`config.mk`:
```
export PLATFORM = sky130hd
export DESIGN_NAME = cpuCore
export DESIGN_NICKNAME = d
export VERILOG_FILES = /design/src/common/cpuPkg.sv /design/src/control/instrSequencer.sv /design/src/control/microcodeRom.sv /design/src/hdl/programCounter.sv /design/src/datapath/alu.sv /design/src/datapath/registerBank.sv /design/src/hdl/cpuCore.sv
export SDC_FILE = /design/constraint.sdc
export NUM_CORES = 1
export LEC_CHECK = 0
export BUFFER_PORTS_ARGS = -buffer_cell sky130_fd_sc_hd__buf_2
export CAP_MARGIN = 20
export CORE_AREA = 2 2 98 100
export CTS_CLUSTER_SIZE = 28
export DETAILED_ROUTE_END_ITERATION = 10
export DIE_AREA = 0 0 100 102
export HOLD_SLACK_MARGIN = 0.12
export PLACE_DENSITY = 0.7
export SKIP_CTS_REPAIR_TIMING = 1
export SLEW_MARGIN = 0
export SYNTH_ARGS = -nofsm -noshare
export SYNTH_HDL_FRONTEND = slang
export SYNTH_HIERARCHICAL = 1
export SYNTH_SLANG_ARGS = --single-unit
```
`constraint.sdc`:
```
create_clock -name clk -period 5.3 [get_ports clk]
set_clock_uncertainty 0.15 [all_clocks]
set_input_delay 1.06 -clock clk [delete_from_list [all_inputs] [get_ports clk]]
set_output_delay 1.06 -clock clk [all_outputs]
set_load 0.02 [all_outputs]
```
`src/common/cpuPkg.sv`:
```
package cpuPkg;

        localparam int dataW = 8;               // Data path width
        localparam int addrW = 16;              // Address bus width

        typedef logic [dataW-1:0] byteT;
        typedef logic [addrW-1:0] addrT;
        typedef logic [2:0]       stepT;        // Execute step index

        // ------------------------------------------------------------------
        // Supported opcodes with their 6502 encodings
        // ------------------------------------------------------------------
        typedef enum logic [7:0] {
                opOraImm = 8'h09,
                opAsl    = 8'h0A,
                opClc    = 8'h18,
                opAndImm = 8'h29,
                opRol    = 8'h2A,
                opSec    = 8'h38,
                opEorImm = 8'h49,
                opLsr    = 8'h4A,
                opAdcImm = 8'h69,
                opRor    = 8'h6A,
                opTxa    = 8'h8A,
                opTya    = 8'h98,
                opLdyImm = 8'hA0,
                opLdxImm = 8'hA2,
                opTay    = 8'hA8,
                opLdaImm = 8'hA9,
                opTax    = 8'hAA,
                opClv    = 8'hB8,
                opCmpImm = 8'hC9,
                opSbcImm = 8'hE9,
                opNop    = 8'hEA
        } opcodeE;

        typedef enum logic [3:0] {
                aluAdd,         // A + B + C
                aluSub,         // A - B - borrow
                aluAnd,
                aluOr,
                aluXor,
                aluAsl,
                aluLsr,
                aluRol,
                aluRor,
                aluPass         // B straight through
        } aluOpE;

        // First ALU operand source
        typedef enum logic [1:0] {
                srcA,
                srcX,
                srcY
        } srcE;

        typedef enum logic [1:0] {
                flagNone,
                flagClearC,
                flagSetC,
                flagClearV
        } flagOpE;

        typedef enum logic [1:0] {
                stFetch,
                stDecode,
                stExecute
        } seqStateE;

endpackage

```
`src/control/instrSequencer.sv`:
```
`timescale 1ns/1ps

module instrSequencer (
        input  logic            clk,
        input  logic            rstN,
        input  cpuPkg::byteT    memData,
        input  logic            lastStep,
        input  logic            operandRead,
        input  logic            stepIncPc,
        output cpuPkg::opcodeE  opcode,
        output cpuPkg::stepT    step,
        output logic            memRead,
        output logic            incPc,
        output logic            instrDone
);

        cpuPkg::seqStateE state;
        logic             running;      // Set once reset has been released

        // ------------------------------------------------------------------
        // Instruction cycle FSM
        // ------------------------------------------------------------------
        always_ff @(posedge clk) begin
                if (!rstN) begin
                        state   <= cpuPkg::stFetch;
                        opcode  <= cpuPkg::opNop;       // ROM idle until first decode
                        step    <= '0;
                        running <= 1'b0;
                end
                else begin
                        running <= 1'b1;
                        case (state)
                        cpuPkg::stFetch:
                                if (running)
                                        state <= cpuPkg::stDecode;      // Opcode arrives next
                        cpuPkg::stDecode: begin
                                opcode <= cpuPkg::opcodeE'(memData);    // Unknown codes kept as is
                                state  <= cpuPkg::stExecute;
                        end
                        cpuPkg::stExecute:
                                if (lastStep) begin
                                        opcode <= cpuPkg::opNop;    // ROM idle until next opcode
                                        step   <= '0;
                                        state  <= cpuPkg::stFetch;
                                end
                                else begin
                                        step <= step + 1'b1;    // Next microcode step
                                end
                        default: state <= cpuPkg::stFetch;
                        endcase
                end
        end

        // Strobes decoded from state and current microcode step
        assign memRead   = (state == cpuPkg::stFetch && running) ||
                           (state == cpuPkg::stExecute && operandRead);
        assign incPc     = (state == cpuPkg::stDecode) ||
                           (state == cpuPkg::stExecute && stepIncPc);
        assign instrDone = (state == cpuPkg::stExecute) && lastStep;     // One cycle pulse

endmodule

```
`src/control/microcodeRom.sv`:
```
`timescale 1ns/1ps

module microcodeRom (
        input  cpuPkg::opcodeE  opcode,
        input  cpuPkg::stepT    step,
        output logic            operandRead,
        output logic            lastStep,
        output logic            loadA,
        output logic            loadX,
        output logic            loadY,
        output cpuPkg::aluOpE   aluOp,
        output cpuPkg::srcE     aluSrc,
        output logic            useMem,
        output logic            setNz,
        output logic            setC,
        output logic            setV,
        output cpuPkg::flagOpE  flagOp,
        output logic            stepIncPc
);

        logic immOp;            // Opcode carries an immediate byte
        logic execNow;          // This step performs the operation

        always_comb begin
                case (opcode)
                cpuPkg::opLdaImm, cpuPkg::opLdxImm, cpuPkg::opLdyImm,
                cpuPkg::opAdcImm, cpuPkg::opSbcImm, cpuPkg::opAndImm,
                cpuPkg::opOraImm, cpuPkg::opEorImm, cpuPkg::opCmpImm:
                        immOp = 1'b1;
                default:
                        immOp = 1'b0;
                endcase
        end

        // Immediate ops fetch in step 0 and execute in step 1
        assign execNow     = !immOp || (step == cpuPkg::stepT'(1));
        assign operandRead = immOp && (step == '0);
        assign lastStep    = !operandRead;      // Stray steps end as NOP
        assign stepIncPc   = immOp && execNow;  // Skip past the operand
        assign useMem      = immOp && execNow;

        // ------------------------------------------------------------------
        // Control table per opcode, active on the executing step
        // ------------------------------------------------------------------
        always_comb begin
                loadA  = 1'b0;
                loadX  = 1'b0;
                loadY  = 1'b0;
                aluOp  = cpuPkg::aluPass;
                aluSrc = cpuPkg::srcA;
                setNz  = 1'b0;
                setC   = 1'b0;
                setV   = 1'b0;
                flagOp = cpuPkg::flagNone;
                if (execNow) begin
                        case (opcode)
                        // Loads
                        cpuPkg::opLdaImm: begin loadA = 1'b1; setNz = 1'b1; end
                        cpuPkg::opLdxImm: begin loadX = 1'b1; setNz = 1'b1; end
                        cpuPkg::opLdyImm: begin loadY = 1'b1; setNz = 1'b1; end

                        // Arithmetic and logic
                        cpuPkg::opAdcImm, cpuPkg::opSbcImm: begin
                                aluOp = (opcode == cpuPkg::opAdcImm) ? cpuPkg::aluAdd
                                                                     : cpuPkg::aluSub;
                                loadA = 1'b1;
                                setNz = 1'b1;
                                setC  = 1'b1;
                                setV  = 1'b1;
                        end
                        cpuPkg::opAndImm: begin aluOp = cpuPkg::aluAnd; loadA = 1'b1; setNz = 1'b1; end
                        cpuPkg::opOraImm: begin aluOp = cpuPkg::aluOr;  loadA = 1'b1; setNz = 1'b1; end
                        cpuPkg::opEorImm: begin aluOp = cpuPkg::aluXor; loadA = 1'b1; setNz = 1'b1; end
                        cpuPkg::opCmpImm: begin
                                aluOp = cpuPkg::aluSub;         // Flags only, A untouched
                                setNz = 1'b1;
                                setC  = 1'b1;
                        end

                        // Shifts and rotates on A
                        cpuPkg::opAsl: begin aluOp = cpuPkg::aluAsl; loadA = 1'b1; setNz = 1'b1; setC = 1'b1; end
                        cpuPkg::opLsr: begin aluOp = cpuPkg::aluLsr; loadA = 1'b1; setNz = 1'b1; setC = 1'b1; end
                        cpuPkg::opRol: begin aluOp = cpuPkg::aluRol; loadA = 1'b1; setNz = 1'b1; setC = 1'b1; end
                        cpuPkg::opRor: begin aluOp = cpuPkg::aluRor; loadA = 1'b1; setNz = 1'b1; setC = 1'b1; end

                        // Transfers through PASS
                        cpuPkg::opTax: begin loadX = 1'b1; setNz = 1'b1; end
                        cpuPkg::opTay: begin loadY = 1'b1; setNz = 1'b1; end
                        cpuPkg::opTxa: begin aluSrc = cpuPkg::srcX; loadA = 1'b1; setNz = 1'b1; end
                        cpuPkg::opTya: begin aluSrc = cpuPkg::srcY; loadA = 1'b1; setNz = 1'b1; end

                        // Flags
                        cpuPkg::opClc: flagOp = cpuPkg::flagClearC;
                        cpuPkg::opSec: flagOp = cpuPkg::flagSetC;
                        cpuPkg::opClv: flagOp = cpuPkg::flagClearV;

                        cpuPkg::opNop: ;                        // Nothing to do
                        default: ;                              // Unknown opcode acts as NOP
                        endcase
                end
        end

endmodule

```
`src/hdl/programCounter.sv`:
```
`timescale 1ns/1ps

module programCounter #(
        parameter cpuPkg::addrT resetPc = 16'h0000
) (
        input  logic            clk,
        input  logic            rstN,
        input  logic            incPc,
        output cpuPkg::addrT    pc
);

        always_ff @(posedge clk) begin
                if (!rstN)
                        pc <= resetPc;          // Start address
                else if (incPc)
                        pc <= pc + 1'b1;        // Rolls over from FFFF to 0000
        end

endmodule

```
`src/datapath/alu.sv`:
```
`timescale 1ns/1ps

module alu (
        input  cpuPkg::byteT    opA,
        input  cpuPkg::byteT    opB,
        input  logic            carryIn,
        input  cpuPkg::aluOpE   aluOp,
        output cpuPkg::byteT    result,
        output logic            carryOut,
        output logic            overflow
);

        localparam int msb = cpuPkg::dataW - 1;

        logic [cpuPkg::dataW:0] sum;    // Adder with carry bit on top
        logic                   isSub;

        // Subtract is add of the inverted operand, carry in means no borrow
        assign isSub = (aluOp == cpuPkg::aluSub);
        assign sum   = {1'b0, opA} + {1'b0, (isSub ? ~opB : opB)} + carryIn;

        always_comb begin
                result   = opB;
                carryOut = carryIn;     // Held unless the op defines it
                overflow = 1'b0;
                case (aluOp)
                cpuPkg::aluAdd, cpuPkg::aluSub: begin
                        result   = sum[msb:0];
                        carryOut = sum[cpuPkg::dataW];
                        // Signed overflow when like-signed inputs give a flipped sign
                        overflow = (opA[msb] == (opB[msb] ^ isSub)) &&
                                   (sum[msb] != opA[msb]);
                end
                cpuPkg::aluAnd: result = opA & opB;
                cpuPkg::aluOr:  result = opA | opB;
                cpuPkg::aluXor: result = opA ^ opB;
                cpuPkg::aluAsl: begin
                        result   = {opA[msb-1:0], 1'b0};
                        carryOut = opA[msb];
                end
                cpuPkg::aluLsr: begin
                        result   = {1'b0, opA[msb:1]};
                        carryOut = opA[0];
                end
                cpuPkg::aluRol: begin
                        result   = {opA[msb-1:0], carryIn};    // Old carry into bit 0
                        carryOut = opA[msb];
                end
                cpuPkg::aluRor: begin
                        result   = {carryIn, opA[msb:1]};      // Old carry into bit 7
                        carryOut = opA[0];
                end
                default: result = opB;  // PASS
                endcase
        end

endmodule

```
`src/datapath/registerBank.sv`:
```
`timescale 1ns/1ps

module registerBank (
        input  logic            clk,
        input  logic            rstN,
        input  cpuPkg::byteT    memData,
        input  logic            loadA,
        input  logic            loadX,
        input  logic            loadY,
        input  cpuPkg::srcE     aluSrc,
        input  logic            useMem,
        input  logic            setNz,
        input  logic            setC,
        input  logic            setV,
        input  cpuPkg::flagOpE  flagOp,
        input  cpuPkg::byteT    result,
        input  logic            carryOut,
        input  logic            overflow,
        output cpuPkg::byteT    aluA,
        output cpuPkg::byteT    aluB,
        output cpuPkg::byteT    regA,
        output cpuPkg::byteT    regX,
        output cpuPkg::byteT    regY,
        output logic            flagN,
        output logic            flagZ,
        output logic            flagC,
        output logic            flagV
);

        cpuPkg::byteT srcReg;

        // ------------------------------------------------------------------
        // Operand select
        // ------------------------------------------------------------------
        always_comb begin
                case (aluSrc)
                cpuPkg::srcX: srcReg = regX;
                cpuPkg::srcY: srcReg = regY;
                default:      srcReg = regA;
                endcase
        end

        assign aluA = srcReg;
        assign aluB = useMem ? memData : srcReg;        // Immediate byte or register

        // ------------------------------------------------------------------
        // Registers and flags
        // ------------------------------------------------------------------
        always_ff @(posedge clk) begin
                if (!rstN) begin
                        regA  <= '0;
                        regX  <= '0;
                        regY  <= '0;
                        flagN <= 1'b0;
                        flagZ <= 1'b0;
                        flagC <= 1'b0;
                        flagV <= 1'b0;
                end
                else begin
                        if (loadA) regA <= result;
                        if (loadX) regX <= result;
                        if (loadY) regY <= result;
                        if (setNz) begin
                                flagN <= result[cpuPkg::dataW-1];
                                flagZ <= (result == '0);
                        end
                        if (setC) flagC <= carryOut;
                        if (setV) flagV <= overflow;
                        case (flagOp)   // Explicit flag instructions
                        cpuPkg::flagClearC: flagC <= 1'b0;
                        cpuPkg::flagSetC:   flagC <= 1'b1;
                        cpuPkg::flagClearV: flagV <= 1'b0;
                        default: ;
                        endcase
                end
        end

endmodule

```
`src/hdl/cpuCore.sv`:
```
`timescale 1ns/1ps

module cpuCore #(
        parameter cpuPkg::addrT resetPc = 16'h0000
) (
        input  logic            clk,
        input  logic            rstN,
        output logic            memRead,
        input  cpuPkg::byteT    memData,
        output cpuPkg::addrT    pc,
        output cpuPkg::byteT    regA,
        output cpuPkg::byteT    regX,
        output cpuPkg::byteT    regY,
        output logic            flagN,
        output logic            flagZ,
        output logic            flagC,
        output logic            flagV,
        output logic            instrDone
);

        // Sequencer to ROM
        cpuPkg::opcodeE opcode;
        cpuPkg::stepT   step;
        logic           incPc;

        // ROM control word
        logic            operandRead, lastStep, stepIncPc;
        logic            loadA, loadX, loadY, useMem;
        logic            setNz, setC, setV;
        cpuPkg::aluOpE   aluOp;
        cpuPkg::srcE     aluSrc;
        cpuPkg::flagOpE  flagOp;

        // ALU operands and results
        cpuPkg::byteT    aluA, aluB, result;
        logic            carryOut, overflow;
        logic            aluCarryIn;     // Carry into the adder

        // CMP subtracts with carry set and ignores the borrow
        assign aluCarryIn = (aluOp == cpuPkg::aluSub && !loadA) ? 1'b1 : flagC;

        instrSequencer uSeq (
                .clk(clk), .rstN(rstN), .memData(memData),
                .lastStep(lastStep), .operandRead(operandRead), .stepIncPc(stepIncPc),
                .opcode(opcode), .step(step),
                .memRead(memRead), .incPc(incPc), .instrDone(instrDone)
        );

        microcodeRom uRom (
                .opcode(opcode), .step(step),
                .operandRead(operandRead), .lastStep(lastStep),
                .loadA(loadA), .loadX(loadX), .loadY(loadY),
                .aluOp(aluOp), .aluSrc(aluSrc), .useMem(useMem),
                .setNz(setNz), .setC(setC), .setV(setV),
                .flagOp(flagOp), .stepIncPc(stepIncPc)
        );

        programCounter #(.resetPc(resetPc)) uPc (
                .clk(clk), .rstN(rstN), .incPc(incPc), .pc(pc)
        );

        alu uAlu (
                .opA(aluA), .opB(aluB), .carryIn(aluCarryIn), .aluOp(aluOp),
                .result(result), .carryOut(carryOut), .overflow(overflow)
        );

        registerBank uRegs (
                .clk(clk), .rstN(rstN), .memData(memData),
                .loadA(loadA), .loadX(loadX), .loadY(loadY),
                .aluSrc(aluSrc), .useMem(useMem),
                .setNz(setNz), .setC(setC), .setV(setV), .flagOp(flagOp),
                .result(result), .carryOut(carryOut), .overflow(overflow),
                .aluA(aluA), .aluB(aluB),
                .regA(regA), .regX(regX), .regY(regY),
                .flagN(flagN), .flagZ(flagZ), .flagC(flagC), .flagV(flagV)
        );

endmodule

```
Word level (Yosys, flattened, before mapping)
Cells that the tools add are included.
{ "word_totals": {"ff_bits": 58, "elab_cells": 131} }
{ "classes": {"add_sub_neg": 4, "n_eq_ne": 40, "mux": 36, "bitwise_logic": 6, "n_reduce_logical": 33} }
{ "op_table": {"columns": ["operator", "count"], "rows": [
  ["equality test 8 bit (second input constant)", 10],
  ["one-hot mux 8 bit (8 select lines)", 1],
  ["one-hot mux 4 bit (9 select lines)", 1],
  ["equality test 8 x 7 -> 1 bit (second input constant)", 4],
  ["one-hot mux 8 bit (2 select lines)", 2],
  ["equality test 8 x 6 -> 1 bit (second input constant)", 3],
  ["two-way mux 8 bit", 3],
  ["two-way mux 1 bit", 18],
  ["OR reduction 17 bit", 1],
  ["adder 16 x 1 -> 16 bit (second input constant)", 1],
  ["equality test 4 x 3 -> 1 bit (second input constant)", 4],
  ["equality test 8 x 4 -> 1 bit (second input constant)", 2],
  ["OR reduction 2 bit", 7],
  ["one-hot mux 2 bit (3 select lines)", 2],
  ["OR reduction 12 bit", 1],
  ["adder 8 x 8 -> 9 bit", 1],
  ["adder 9 x 1 -> 9 bit", 1],
  ["OR reduction 9 bit", 1],
  ["bitwise AND 8 bit", 1],
  ["equality test 2 bit (second input constant)", 4],
  ["equality test 4 x 2 -> 1 bit (second input constant)", 2],
  ["equality test 8 x 5 -> 1 bit (second input constant)", 1],
  ["logical AND 1 bit", 8],
  ["zero test 8 bit", 1],
  ["other kinds (29)", 39]
]} }

Longest topological paths before layout
{ "depth": {"word_depth": 16, "ltp_mapped": 22} }

Modules after synthesis
Netlist, hierarchy kept.
{ "modules_own_cells": {"columns": ["mod", "n_inst", "cells_per_inst", "area_per_inst_um2", "seq_area_each_um2"], "rows": [
  ["registerBank", 1, 141, 1350.0, 560.5],
  ["alu", 1, 186, 1318.8, 0.0],
  ["programCounter", 1, 83, 744.5, 320.3],
  ["instrSequencer", 1, 72, 610.6, 280.3],
  ["microcodeRom", 1, 67, 435.4, 0.0],
  ["cpuCore", 1, 2, 17.5, 0.0]
]} }

Least setup slack after synthesis
OpenSTA, ideal clock, no wires.
{ "synth_path": {"path_type": "register to register", "from": "reg uSeq.opcode[7]", "to": "reg uRegs.flagZ", "arrival_ps": 4264, "required_ps": 5080, "path_slack_ps": 817, "stages_incl_launch_ff": 18, "period_less_slack_ps": 4483, "path_cell_list": "dfxtp_1 -> or3b_4 -> a32oi_1 -> o21bai_1 -> a2111o_1 -> or4b_1 -> o21bai_1 -> inv_1 -> fa_1 -> fa_1 -> nand2b_1 -> a211o_1 -> nand2_1 -> xnor2_1 -> o22ai_1 -> nor4_1 -> nand4b_1 -> a21oi_1"} }
{ "synth_rtl": {"columns": ["item", "line", "text"], "rows": [
  ["start, declared", "instrSequencer.sv:10", "output cpuPkg::opcodeE opcode,"],
  ["start signal, assigned", "instrSequencer.sv:26", "opcode <= cpuPkg::opNop;"],
  ["start signal, assigned", "instrSequencer.sv:37", "opcode <= cpuPkg::opcodeE'(memData);"],
  ["start signal, assigned", "instrSequencer.sv:42", "opcode <= cpuPkg::opNop;"],
  ["equality test 8 bit, or another cell as far along", "microcodeRom.sv:25", "case (opcode)"],
  ["OR reduction 9 bit", "microcodeRom.sv:25", null],
  ["two-way mux 1 bit", "microcodeRom.sv:25", null],
  ["zero test 1 bit", "microcodeRom.sv:36", "assign execNow = !immOp || (step == cpuPkg::stepT'(1));"],
  ["logical OR 1 bit", "microcodeRom.sv:36", null],
  ["two-way mux 4 bit *", "microcodeRom.sv:55", "if (execNow) begin"],
  ["via aluOp[3]", "cpuCore.sv:30", "cpuPkg::aluOpE aluOp;"],
  ["equality test 4 x 1 -> 1 bit *", "cpuCore.sv:40", "assign aluCarryIn = (aluOp == cpuPkg::aluSub && !loadA) ? 1'b1 : flagC;"],
  ["logical AND 1 bit *", "cpuCore.sv:40", null],
  ["two-way mux 1 bit *", "cpuCore.sv:40", null],
  ["via aluCarryIn", "cpuCore.sv:37", "logic aluCarryIn;"],
  ["adder 9 x 1 -> 9 bit *", "alu.sv:20", "assign sum = {1'b0, opA} + {1'b0, (isSub ? ~opB : opB)} + carryIn;"],
  ["one-hot mux 8 bit (8 select lines) *", "alu.sv:26", "case (aluOp)"],
  ["via result[6]", "cpuCore.sv:35", "cpuPkg::byteT aluA, aluB, result;"],
  ["zero test 8 bit *", "registerBank.sv:65", "flagZ <= (result == '0);"],
  ["end signal, assigned", "registerBank.sv:65", null],
  ["end, declared", "registerBank.sv:25", "output logic flagZ,"]
]} }
Mark *: on every way through the listed nets, which the timed path passes. The rest lies on a longest branch.
A chain may end at the register's enable or synchronous reset.

Final worst setup path
{ "layout_path": {"from": "reg uSeq.opcode[0]", "to": "reg uRegs.flagZ"} }
{ "layout_between": {"elab_chain_cells": 15} }
{ "layout_lines": {"columns": ["item", "line", "text"], "rows": [
  ["equality test 8 bit, or another cell as far along", "microcodeRom.sv:25", null],
  ["OR reduction 9 bit", "microcodeRom.sv:25", null],
  ["two-way mux 1 bit", "microcodeRom.sv:25", null],
  ["zero test 1 bit", "microcodeRom.sv:36", null],
  ["logical OR 1 bit", "microcodeRom.sv:36", null],
  ["two-way mux 2 bit *", "microcodeRom.sv:55", null],
  ["via aluSrc[1]", "cpuCore.sv:31", "cpuPkg::srcE aluSrc;"],
  ["equality test 2 bit / equality test 2 x 1 -> 1 bit (equally long branches)", "registerBank.sv:36", "case (aluSrc)"],
  ["[1 not listed]", null, null],
  ["via aluA[0]", "cpuCore.sv:35", null],
  ["[1 not listed]", null, null],
  ["via aluB[0]", "cpuCore.sv:35", null],
  ["inverter 8 bit", "alu.sv:20", null],
  ["two-way mux 8 bit *", "alu.sv:20", null],
  ["adder 8 x 8 -> 9 bit *", "alu.sv:20", null],
  ["adder 9 x 1 -> 9 bit *", "alu.sv:20", null],
  ["one-hot mux 8 bit (8 select lines) *", "alu.sv:26", null],
  ["via result[6]", "cpuCore.sv:35", null],
  ["zero test 8 bit *", "registerBank.sv:65", null]
]} }
Marked as above.

==> summary.txt <==
Worst setup path
  • CP delay by family, top: simple AND/OR/NAND/NOR gates
  • Critical Path Start: uSeq/opcode[0]$_SDFFE_PN0P_
  • Worst path depth: 20
  • R2R setup slack: 310 ps
  • Worst-path cell chain: nor2_2 -> nor4bb_2 -> nand2b_1 -> inv_1 -> inv_1 -> ha_1 -> a22oi_1 -> o21ai_2 -> mux2_2 -> xnor2_1 -> fa_1 -> fa_1 -> nand2b_1 -> a211o_1 -> nand2_1 -> xnor2_1 -> o22ai_1 -> nor4_1 -> nand4b_1 -> a21oi_1
  • Max incr delay on CP: 430 ps
  • RR Startpoint: uSeq/opcode[0]$_SDFFE_PN0P_
  • Maximum fanout along the worst path: 9
  • Setup CP Type: reg -> reg
  • Endpoint class of the critical path: flop
  • Reg2Reg Depth: 20
  • Critical Path RT: 5420 ps
  • Worst Setup Start Kind: flop
  • WP buf/inv: 2
  • Slowest-stage cell, CP: nor4bb_2
  • Arrival time worst endpoint: 5110 ps

Power
  • Final Power: 0.001190 W
  • Clock power frac: 44.0%
  • Peak supply drop: 174.8 uV
  • Leakage power: 2.156 nW
  • Sequential power share: 38.7%
  • Pint: 0.0008430 W
  • Sw Pwr: 0.0003471 W
  • Switch share: 29.16%
  • Pwr Density: 232.1 nW/um2
  • Combinational share of power: 17.3%

Global route
  • Met3 usage: 4.172%
  • GR Util met2: 37.27%
  • Largest net degree at the start of global routing: 35
  • First-pass GRT wire length: 19640 um
  • Vias in the first global route: 3967
  • Total gr overflow: 0
  • Total track usage: 24.12%
  • Layer with the highest usage: met2
  • Met1 usage: 33.42%
  • Initial antenna violation count: 0

STA
  • Fin. max-slew vios: 0
  • Fmax: 200.4 MHz
  • Fin. Hold Viols: 0
  • Final worst path period share: 94.17%
  • RSZ-0062 raised after global routing: no
  • Rel. slew slack: 53.78%
  • Finish-stage setup viols: 0
  • Setup TNS: 0 ps
  • Min Tclk post-route: 4991 ps
  • Slew of the pin with the lowest slew margin: 691.9 ps
  • Hold Slack: 283.8 ps

Logic synthesis
  • Post-synth EDFFs: 0
  • Cell count after synthesis: 551
  • Top cells by count, synth: 61 x nor2_1, 58 x dfxtp_1, 50 x nand2_1
  • Asr flop ratio synth: 0%
  • Area leader, netlist: dfxtp_1
  • Top cells by area, synth: dfxtp_1 26%, ha_1 8.4%, mux2i_1 8.0%, nor2_1 5.1%, nand2_1 4.2%
  • Synthesized area: 4477 um2
  • Most common cell in the netlist: nor2_1
  • Post-synthesis net count: 593
  • Post-synthesis sequential area ratio: 25.94%
  • Syn. warnings: 6
  • Netlist cell types: 79
  • Synth Flop Type: dfxtp_1
  • Syn_area_per_cell: 8.125 um2
  • #FFs+latches synth: 58
  • Fraction of synthesized cell area taken by the top area cell type: 25.94%

Min path
  • Hold Crit Start: uSeq/running$_DFF_P_
  • WHS Path Cells: 2
  • Min-delay worst type: reg -> reg

Placement
  • Placer Congestion: 0.9466
  • IO Port Bufs: 55
  • Dpl cell area: 4855 um2
  • Final HPWL DP: 8787 um

Clocking
  • Clk buf depth: 2
  • # clock sinks: 58
  • Clock root cell: clkbuf_8
  • Clk slew on worst S/H paths: 80 ps
  • Num CTS Buffers: 9
  • H-tree depth: 3
  • Clk_lat worst skew: 350 ps
  • CTS tree: done

Flow run
  • Max_cap viols: 0

Floorplanning
  • Die Span X: 100 um
  • Die area: 10200 um2
  • Core Box Area: 9109 um2
  • Cell row count: 35
  • Io pins: 56
  • Die Y: 102 um
  • Initial Util: 49.15%

Detailed routing
  • Via count: 4254
  • DR WL/cell: 16.61 um
  • Via-to-Cell Ratio: 5.892
  • Final WL: 11990 um
  • Initial DRC count: 339
  • Antenna Nets Post-Route: 0
  • Drt drc: 0
  • Pre-antenna DRT Iters: 5

Final layout
  • Final Instance Area: 5127 um2
  • P&R area growth vs syn: 14.53%
  • Nets: 648
  • Fill count: 852
  • Layout cells sized above 1: 20.95%
  • Ant diodes: 0
  • Fin util: 56.29%

Run status
  • Outcome: completed
per-layer routing:
layer / share of wire [%] / up-vias / routed length [um]
met5: 0 / - / 0
met4: 2.9 / 0 / 344
met3: 5.4 / 21 / 648
met2: 45 / 140 / 5440
met1: 46 / 2025 / 5555
li1: - / 2068 / -
final timing paths:
| path | endpoint |
|---|---|
| worst max-delay path | uRegs/flagZ$_SDFFE_PN0P_ |
| worst min-delay path | uSeq/state[0]$_SDFFE_PN0P_ |
| worst max register to register | uRegs/flagZ$_SDFFE_PN0P_ |
| worst min register to register | uSeq/state[0]$_SDFFE_PN0P_ |
area by class of cell:
class | count | area (um2) | share of cell area, %
Multi-Input combinational cell | 423 | 3009 | 58.69
Sequential cell | 58 | 1162 | 22.67
Clock inverter | 7 | 125.1 | 2.440
Clock buffer | 9 | 123.9 | 2.416
Timing Repair Buffer | 74 | 417.9 | 8.150
Tap cell | 111 | 138.9 | 2.709
Inverter | 40 | 150.1 | 2.928
sequential cells by signal (all words and copies together), names as in the netlist:
signal and flops:
uSeq/state 2, uSeq/running 1, uRegs/flagV 1, uRegs/flagN 1, uRegs/flagZ 1, uPc/pc 16, uSeq/opcode 8, uRegs/flagC 1
uRegs/regA 8, uRegs/regY 8, uSeq/step 3, uRegs/regX 8
tightest hold or removal path, stage by stage, from the launching register on:
cell	delay, ps
dfxtp_1	310
nand2_1	50
nor3_1	30
logic make-up (layout without fill, tap and decap cells):
| kind of cell | Yosys count | in the layout | share of synthesized area (%) |
|---|---|---|---|
| compound gates | 124 | 124 | 18.73 |
| fa+ha+maj | 32 | 32 | 9.279 |
| simple gates | 198 | 198 | 23.56 |
| buf+inv | 70 | 130 | 7.490 |
| xor+xnor | 24 | 24 | 4.695 |
| flops | 58 | 58 | 25.94 |
| mux | 45 | 45 | 10.31 |
power by group through the flow:
stage                     sequential, W  combinational [W]  clock [W]
final                          0.000461           0.000205   0.000524
after global routing           0.000462           0.000226   0.000553
after CTS                      0.000460           0.000201   0.000532
after detailed placement       0.000470           0.000200          0
after global placement         0.000469           0.000199          0
after floorplan                0.000469           0.000145          0
metrics by stage:
step                setup slack, ps  cells
floorplan                     816.6    551
global placement              417.5    706
detailed placement            249.1    706
CTS                           232.6    722
global route                  13.69    722
finish                        308.9    722
cells in the final DEF (no fill, tap or decap), drive strengths merged, types with 16 or more instances in the layout:
cell / count
dfxtp: 58
o21ai: 36
nand2: 51
ha: 30
nor2: 61
a21oi: 26
inv: 41
mux2i: 36
xnor2: 16
buf: 74
Power figures use the tool's default switching activity.
